===== config.mk =====
export PLATFORM = sky130hd
export DESIGN_NAME = vector_lane
export DESIGN_NICKNAME = d
export VERILOG_FILES = /design/src/rtl/vector_lane_pkg.sv /design/src/rtl/vector_lane.sv /design/src/rtl/lane_writeback.sv /design/src/rtl/multiply_unit.sv /design/src/rtl/arithmetic_unit.sv
export VERILOG_INCLUDE_DIRS = /design/src /design/src/rtl
export SDC_FILE = /design/constraint.sdc
export NUM_CORES = 2
export LEC_CHECK = 0
export ABC_AREA = 1
export BUFFER_PORTS_ARGS = -buffer_cell sky130_fd_sc_hd__buf_2
export CORE_UTILIZATION = 45
export DETAILED_ROUTE_END_ITERATION = 10
export PLACE_DENSITY = 0.6
export SLEW_MARGIN = 5
export SYNTH_ARGS = -nofsm -noshare
export SYNTH_HDL_FRONTEND = slang
export SYNTH_SLANG_ARGS = --single-unit

===== constraint.sdc =====
create_clock -name CLK -period 6.5 [get_ports CLK]
set_clock_uncertainty 0.2 [all_clocks]
set_input_delay 0.65 -clock CLK [delete_from_list [all_inputs] [get_ports CLK]]
set_output_delay 0.65 -clock CLK [all_outputs]
set_load 0.005 [all_outputs]

===== src/rtl/vector_lane_config.svh =====
// width settings for the vector lane
// pulled in by the package and by any module that sizes its own vectors
// change the element or tag width here only

`ifndef VECTOR_LANE_CONFIG_SVH
`define VECTOR_LANE_CONFIG_SVH

// one element, rv32 word
`define VL_DATA_WIDTH 32

// element tag, 32 outstanding ids
`define VL_TAG_WIDTH 5

// opcode field shared by both units
`define VL_OP_WIDTH 4

// functional unit selector
`define VL_FU_WIDTH 2

`endif

===== src/rtl/vector_lane_pkg.sv =====
// shared types for the vector lane
// modules refer to these by scoped name, vector_lane_pkg::word_t etc
// op_t is reinterpreted as alu_op_e or mul_op_e depending on fu_type

`include "vector_lane_config.svh"

package vector_lane_pkg;

  typedef logic [`VL_DATA_WIDTH-1:0] word_t; // one element
  typedef logic [`VL_TAG_WIDTH-1:0]  tag_t;  // element id, returned with result
  typedef logic [`VL_OP_WIDTH-1:0]   op_t;   // raw opcode field

  // which functional unit gets the op
  typedef enum logic [`VL_FU_WIDTH-1:0] {
    FU_NONE  = 2'd0, // idle
    FU_ARITH = 2'd1,
    FU_MUL   = 2'd2
  } fu_type_e;

  // arithmetic unit opcodes
  typedef enum logic [`VL_OP_WIDTH-1:0] {
    ALU_ADD = 4'h0,
    ALU_SUB = 4'h1,
    ALU_AND = 4'h2,
    ALU_OR  = 4'h3,
    ALU_XOR = 4'h4,
    ALU_SLL = 4'h5,
    ALU_SRL = 4'h6,
    ALU_SRA = 4'h7,
    ALU_MIN = 4'h8, // signed
    ALU_MAX = 4'h9  // signed
  } alu_op_e;

  // multiply unit opcodes
  typedef enum logic [`VL_OP_WIDTH-1:0] {
    MUL_LO    = 4'h0, // low half, sign does not matter
    MUL_HI_SS = 4'h1, // high half, signed x signed
    MUL_HI_UU = 4'h2  // high half, unsigned x unsigned
  } mul_op_e;

endpackage


===== src/rtl/vector_lane.sv =====
// top of one vector lane
// the environment presents one element op per cycle on fu_type, op,
// src_a, src_b and tag, and must hold it while stall is high
// arith results return one cycle after acceptance, multiplies three

`timescale 1ns/1ps

module vector_lane (
  input  logic                      CLK,
  input  logic                      reset,
  input  vector_lane_pkg::fu_type_e fu_type,
  input  vector_lane_pkg::op_t      op,
  input  vector_lane_pkg::word_t    src_a,
  input  vector_lane_pkg::word_t    src_b,
  input  vector_lane_pkg::tag_t     tag,
  output logic                      stall,
  output vector_lane_pkg::word_t    result,
  output vector_lane_pkg::tag_t     result_tag,
  output logic                      result_valid
);

  logic                   start_arith;
  logic                   start_mul;
  vector_lane_pkg::word_t arith_result;
  vector_lane_pkg::tag_t  arith_tag;
  logic                   arith_done;
  vector_lane_pkg::word_t mul_result;
  vector_lane_pkg::tag_t  mul_tag;
  logic                   mul_done;

  // operands, op and tag go to both units, the strobe picks the one that acts
  arithmetic_unit arith_i (
    .CLK        (CLK),
    .reset      (reset),
    .start      (start_arith),
    .op         (op),
    .src_a      (src_a),
    .src_b      (src_b),
    .tag        (tag),
    .result     (arith_result),
    .result_tag (arith_tag),
    .done       (arith_done)
  );

  multiply_unit mul_i (
    .CLK        (CLK),
    .reset      (reset),
    .start      (start_mul),
    .op         (op),
    .src_a      (src_a),
    .src_b      (src_b),
    .tag        (tag),
    .result     (mul_result),
    .result_tag (mul_tag),
    .done       (mul_done)
  );

  // decode, hazard stall and result merge
  lane_writeback wb_i (
    .CLK          (CLK),
    .reset        (reset),
    .fu_type      (fu_type),
    .start_arith  (start_arith),
    .start_mul    (start_mul),
    .stall        (stall),
    .arith_result (arith_result),
    .arith_tag    (arith_tag),
    .arith_done   (arith_done),
    .mul_result   (mul_result),
    .mul_tag      (mul_tag),
    .mul_done     (mul_done),
    .result       (result),
    .result_tag   (result_tag),
    .result_valid (result_valid)
  );

endmodule


===== src/rtl/lane_writeback.sv =====
// issue decode and writeback for one vector lane
// turns fu_type into start strobes, holds back an arith op that would
// collide with a multiply finishing in the same cycle, then merges the
// two unit results into the single lane result port

`timescale 1ns/1ps

module lane_writeback (
  input  logic                      CLK,
  input  logic                      reset,
  input  vector_lane_pkg::fu_type_e fu_type,
  output logic                      start_arith,
  output logic                      start_mul,
  output logic                      stall,
  input  vector_lane_pkg::word_t    arith_result,
  input  vector_lane_pkg::tag_t     arith_tag,
  input  logic                      arith_done,
  input  vector_lane_pkg::word_t    mul_result,
  input  vector_lane_pkg::tag_t     mul_tag,
  input  logic                      mul_done,
  output vector_lane_pkg::word_t    result,
  output vector_lane_pkg::tag_t     result_tag,
  output logic                      result_valid
);

  logic       is_arith;
  logic       is_mul;
  logic [1:0] mul_hist; // bit 0 one cycle ago, bit 1 two cycles ago

  assign is_arith = fu_type == vector_lane_pkg::FU_ARITH;
  assign is_mul   = fu_type == vector_lane_pkg::FU_MUL;

  // arith finishes in 1, mul in 3, so a mul two cycles back lands on the same slot
  assign stall = is_arith & mul_hist[1];

  assign start_arith = is_arith & ~stall;
  assign start_mul   = is_mul;          // multiplies never wait

  // record accepted multiplies
  always_ff @(posedge CLK) begin
    if (reset) begin
      mul_hist <= 2'b00;
    end else begin
      mul_hist <= {mul_hist[0], start_mul};
    end
  end

  // at most one done per cycle, guaranteed by the stall above
  assign result_valid = arith_done | mul_done;

  always_comb begin
    if (arith_done) begin
      result     = arith_result;
      result_tag = arith_tag;
    end else if (mul_done) begin
      result     = mul_result;
      result_tag = mul_tag;
    end else begin
      result     = '0; // quiet bus when idle
      result_tag = '0;
    end
  end

endmodule


===== src/rtl/multiply_unit.sv =====
// three stage pipelined multiplier for one vector lane
// stage one extends the operands, stage two multiplies, stage three picks a half
// takes a new op every cycle, done rises exactly three cycles after start
// ops in flight are independent, each carries its own valid, op and tag

`timescale 1ns/1ps

`include "vector_lane_config.svh"

module multiply_unit (
  input  logic                   CLK,
  input  logic                   reset,
  input  logic                   start,
  input  vector_lane_pkg::op_t   op,
  input  vector_lane_pkg::word_t src_a,
  input  vector_lane_pkg::word_t src_b,
  input  vector_lane_pkg::tag_t  tag,
  output vector_lane_pkg::word_t result,
  output vector_lane_pkg::tag_t  result_tag,
  output logic                   done
);

  localparam int EXT_W  = `VL_DATA_WIDTH + 1;  // one extra bit for sign or zero fill
  localparam int PROD_W = 2 * `VL_DATA_WIDTH;  // full product kept after stage two

  logic                 sign_ext;               // signed high product needs sign fill
  logic signed [EXT_W-1:0] ext_a, ext_b;
  logic signed [2*EXT_W-1:0] full_prod;

  // stage one, extended operands
  logic                    s1_valid;
  logic signed [EXT_W-1:0] s1_a, s1_b;
  vector_lane_pkg::op_t    s1_op;
  vector_lane_pkg::tag_t   s1_tag;

  // stage two, raw product
  logic                  s2_valid;
  logic [PROD_W-1:0]     s2_prod;
  vector_lane_pkg::op_t  s2_op;
  vector_lane_pkg::tag_t s2_tag;

  assign sign_ext = vector_lane_pkg::mul_op_e'(op) == vector_lane_pkg::MUL_HI_SS;
  assign ext_a    = {sign_ext & src_a[`VL_DATA_WIDTH-1], src_a};
  assign ext_b    = {sign_ext & src_b[`VL_DATA_WIDTH-1], src_b};
  assign full_prod = s1_a * s1_b; // 33x33 signed covers both signed and unsigned

  // valid bits only, the payload just follows them
  always_ff @(posedge CLK) begin
    if (reset) begin
      s1_valid <= 1'b0;
      s2_valid <= 1'b0;
      done     <= 1'b0;
    end else begin
      s1_valid <= start;
      s2_valid <= s1_valid;
      done     <= s2_valid;
    end
  end

  always_ff @(posedge CLK) begin
    s1_a    <= ext_a;
    s1_b    <= ext_b;
    s1_op   <= op;
    s1_tag  <= tag;
    s2_prod <= full_prod[PROD_W-1:0]; // top two bits are only sign copies
    s2_op   <= s1_op;
    s2_tag  <= s1_tag;
    result_tag <= s2_tag;
    case (vector_lane_pkg::mul_op_e'(s2_op))
      vector_lane_pkg::MUL_LO:    result <= s2_prod[`VL_DATA_WIDTH-1:0];
      vector_lane_pkg::MUL_HI_SS,
      vector_lane_pkg::MUL_HI_UU: result <= s2_prod[PROD_W-1:`VL_DATA_WIDTH]; // sign from stage one
      default:                    result <= '0; // unknown op
    endcase
  end

endmodule


===== src/rtl/arithmetic_unit.sv =====
// single stage integer alu for one vector lane
// start is a one cycle strobe from the writeback block
// result, result_tag and done come out registered one cycle after start
// unknown opcodes give zero

`timescale 1ns/1ps

`include "vector_lane_config.svh"

module arithmetic_unit (
  input  logic                  CLK,
  input  logic                  reset,
  input  logic                  start,
  input  vector_lane_pkg::op_t  op,
  input  vector_lane_pkg::word_t src_a,
  input  vector_lane_pkg::word_t src_b,
  input  vector_lane_pkg::tag_t tag,
  output vector_lane_pkg::word_t result,
  output vector_lane_pkg::tag_t result_tag,
  output logic                  done
);

  localparam int SHAMT_W = $clog2(`VL_DATA_WIDTH); // 5 bits for a 32 bit word

  vector_lane_pkg::word_t alu_out; // combinational result of this cycle's op
  logic [SHAMT_W-1:0]     shamt;   // shift amount, upper bits of src_b ignored
  logic                   a_lt_b;  // signed compare for min and max

  assign shamt  = src_b[SHAMT_W-1:0];
  assign a_lt_b = $signed(src_a) < $signed(src_b);

  always_comb begin
    case (vector_lane_pkg::alu_op_e'(op))
      vector_lane_pkg::ALU_ADD: alu_out = src_a + src_b;
      vector_lane_pkg::ALU_SUB: alu_out = src_a - src_b;
      vector_lane_pkg::ALU_AND: alu_out = src_a & src_b;
      vector_lane_pkg::ALU_OR:  alu_out = src_a | src_b;
      vector_lane_pkg::ALU_XOR: alu_out = src_a ^ src_b;
      vector_lane_pkg::ALU_SLL: alu_out = src_a << shamt;
      vector_lane_pkg::ALU_SRL: alu_out = src_a >> shamt;   // zero fill
      vector_lane_pkg::ALU_SRA: alu_out = $signed(src_a) >>> shamt; // sign fill
      vector_lane_pkg::ALU_MIN: alu_out = a_lt_b ? src_a : src_b;
      vector_lane_pkg::ALU_MAX: alu_out = a_lt_b ? src_b : src_a;
      default:                  alu_out = '0; // unknown op
    endcase
  end

  // done follows start by one cycle, payload captured only on start
  always_ff @(posedge CLK) begin
    if (reset) begin
      done       <= 1'b0;
      result     <= '0;
      result_tag <= '0;
    end else begin
      done <= start;
      if (start) begin
        result     <= alu_out;
        result_tag <= tag;
      end
    end
  end

endmodule


==> results by group <==
Cells and area
  – Non-Filler Instances: 9933
  – Util after Layout: 0.557
  – Fraction of layout cells with a size suffix above 1: 0.191
  – Nets: 9786
  – Area grow syn2layout: 22.5%

Setup path
  – Slowest cell on crit path: fa_2
  – Reg-to-reg endpoint: mul_i.s2_prod[61]
  – Worst Setup SP: mul_i.s1_a[16]
  – Worst Setup Path Type: reg -> reg
  – CP max FO: 5
  – Internal reg-to-reg setup slack: -0.73 ns
  – Critical path arrival: 7.44 ns
  – Worst Setup EP: mul_i.s2_prod[61]
  – Reg-to-reg startpoint: mul_i.s1_a[16]
  – Max incr delay on CP: 0.58 ns
  – Worst Path Required: 6.71 ns
  – R2r worst-path depth: 23
  – Critical Path End Type: register
  – Startpoint class of the critical path: register
  – Crit path cell chain: buf_6, clkbuf_16, buf_6, nand2_1, fa_1, fa_1, inv_1, fa_1, fa_2, fa_2, fa_1, fa_1, inv_2, fa_1, inv_2, ha_4, a21oi_1, a21boi_2, a21boi_2, nor2_1, o21ai_0, o211ai_1, xor2_1
  – Critical path's most frequent cell: fa_1

Logic synthesis
  – Library cells used by synthesis: 49
  – Net count after synthesis: 9241
  – Asr flop ratio synth: 0
  – Post-synth top cells: 1990 x nand2_1, 1983 x inv_1, 1127 x fa_1, 566 x nand3_1, 337 x clkbuf_1
  – Post-synth EDFFs: 0
  – Top cell type's share of synthesized area: 0.400
  – Top FF cell, synth: dfxtp_1
  – Cell taking the most area after synthesis: fa_1
  – Sequential element share of the synthesized area: 0.0803
  – Top-count cell post-synth: nand2_1
  – Syn Std Cell Area: 56400 um2
  – Ys Warns: 0
  – Area contributors post-synth: fa_1 40%, nand2_1 13%, inv_1 13%, dfxtp_1 8.0%, ha_1 6.9%
  – Number of synthesized register bits: 226
  – Avg Cell Area, Syn: 7.29 um2
  – Mapped Cells: 7728

Global route
  – Grt total ovfl: 0
  – Initial antenna violation count: 13
  – Global-route wire length before repair: 345 mm
  – Largest net degree at the start of global routing: 77
  – GRT Util Overall: 0.371
  – Vias in the first global route: 54.6k

STA
  – Fmax: 0.138 GHz
  – Final Max Tran Viols: 0
  – Setup violators final: 47
  – Final worst-path cycle share: 1.11
  – RSZ-0062 raised after global routing: yes
  – Final WS setup: -0.733 ns
  – Final Hold Vio Count: 0
  – Setup Total Neg Slack: -22.03 ns
  – Worst-Margin Slew: 1.27 ns
  – Worst slew margin: 0.150
  – Min Tclk post-route: 7.23 ns

Floorplanning
  – # rows: 129
  – DIE AREA: 127000 um2
  – IO Count: 116
  – Die Ht: 356 um
  – Starting Density: 0.455
  – Placeable Area: 124000 um2
  – Die width: 356 um

Detailed routing
  – DR WL/cell: 23.5 um
  – Via count: 51.9k
  – Antenna-violating nets left: 0
  – Via/cell ratio: 5.23
  – Routed WL: 234 mm
  – Detailed Route Iter0 Violations: 4067
  – DRC violations left: 0
  – DRT Pass-1 Iters: 9

Clock tree
  – CTS tree: yes
  – CTS H-tree depth: 1
  – Root buffer cell: clkbuf_16
  – Worst skew pair latency: 0.58 ns
  – Num CTS Buffers: 24
  – Clock sinks: 226
  – Clock slew at reported path FFs: 0.07 ns
  – Longest Clk Path Bufs: 3

Status
  – Status: finished with violations
  – Failing checks: negative setup slack

Flow run
  – Max-cap violations: 0

Place
  – Place WS: -1.08 ns
  – Placed Cells: 9722
  – Routability cong.: 1.08
  – Port Buffers: 115
  – HPWL Detailed: 189 mm

Worst hold path
  – Worst Hold Class: in -> reg
-- routing by layer --
layer,share of wire,track usage,up-vias
li1,-,-,23603
met1,0.36,0.430,25774
met2,0.47,0.618,1911
met3,0.065,0.0499,603
met4,0.10,0.295,12
met5,0.00038,0,-
-- cell type report --
class | count | area [um2]
antenna | 5 | 12.5
clock buffer | 26 | 628
clock inverter | 18 | 185
fill | 11801 | 54900
inverter | 2003 | 7540
multi-input combinational | 5090 | 45100
sequential | 226 | 4610
tap | 1637 | 2050
timing repair buffer | 928 | 8880
-- worst max-delay path: cells and delay by family, from the launching register on --
kind,cells,cell delay (ns)
flip-flops,1,0.47
AO/OA/AOI/OAI,5,1.06
adder cells (fa/ha/maj),9,4.40
XOR/XNOR,1,0.26
buffers and inverters,6,0.55
AND/OR/NAND/NOR,2,0.12
-- what timing repair did --
action,in CTS,in global routing
cloned,17,6
hold buffers,4,0
endpoints found under the hold margin,4,0
pin swaps,238,146
setup buffers,114,29
setup endpoints to repair,49,50
gates resized for setup,512,226
-- registers in the layout (all words and copies together) (netlist names), 4 cells and up --
register,flops
arith_i.result,32
arith_i.result_tag,5
mul_i.result,32
mul_i.result_tag,5
mul_i.s1_a,33
mul_i.s1_b,33
mul_i.s1_op,4
mul_i.s1_tag,5
mul_i.s2_op,4
mul_i.s2_prod,64
mul_i.s2_tag,5
-- worst min-delay path by stage --
stage               startpoint                  end  slack (ns)  cells past startpoint
2_1_floorplan  mul_i.s2_tag[0]  mul_i.result_tag[0]        0.11                      0
3_3_place_gp   mul_i.s1_tag[4]      mul_i.s2_tag[4]        0.11                      0
3_5_place_dp   mul_i.s2_tag[3]  mul_i.result_tag[3]        0.11                      0
4_1_cts              src_b[14]       mul_i.s1_b[14]       0.001                      1
5_1_grt                 tag[0]      mul_i.s1_tag[0]       0.008                      1
6_report              src_b[5]        mul_i.s1_b[5]        0.02                      1
-- through the flow --
step / cell area, um2 / hold WS (ns)
2_1_floorplan: 57400 / 0.110
3_3_place_gp: 63900 / 0.110
3_5_place_dp: 63900 / 0.114
4_1_cts: 68000 / 0.00129
5_1_grt: 69000 / 0.00770
6_report: 69000 / 0.0244
-- logic make-up (layout without fill, tap and decap cells) --
logic type | after synthesis | after routing | synth area share
AND/OR/NAND/NOR | 3018 | 3018 | 0.219
buffers and inverters | 2412 | 2975 | 0.163
adder cells (fa/ha/maj) | 1436 | 1436 | 0.469
AO/OA/AOI/OAI | 553 | 553 | 0.0555
flip-flops | 226 | 226 | 0.0803
XOR/XNOR | 83 | 83 | 0.0129
other | 0 | 5 | 0
-- placed cells by master (no fill, tap or decap), types with 16 or more instances in the layout --
| cell type | count |
|---|---|
| a21oi_1 | 162 |
| a21oi_2 | 51 |
| a21oi_4 | 21 |
| and2_1 | 17 |
| buf_12 | 116 |
| buf_2 | 115 |
| buf_4 | 599 |
| buf_6 | 61 |
| clkbuf_16 | 30 |
| dfxtp_1 | 192 |
| dfxtp_2 | 18 |
| dfxtp_4 | 16 |
| fa_1 | 1062 |
| fa_2 | 65 |
| ha_1 | 262 |
| ha_4 | 47 |
| inv_1 | 1865 |
| inv_2 | 124 |
| nand2_1 | 1913 |
| nand2_2 | 60 |
| nand2_4 | 27 |
| nand3_1 | 555 |
| nand4_1 | 36 |
| nor2_1 | 253 |
| nor2_2 | 40 |
| nor2_4 | 34 |
| nor3_1 | 24 |
| o211ai_1 | 24 |
| o21ai_0 | 145 |
| o21ai_1 | 25 |
| o21ai_2 | 20 |
| o22ai_1 | 18 |
| or2_2 | 16 |
| xnor2_1 | 23 |
| xor2_1 | 39 |
Power is left out: the tool's default activity adds up to more than one toggle a clock period on the data nets, which glitch-free logic cannot reach.
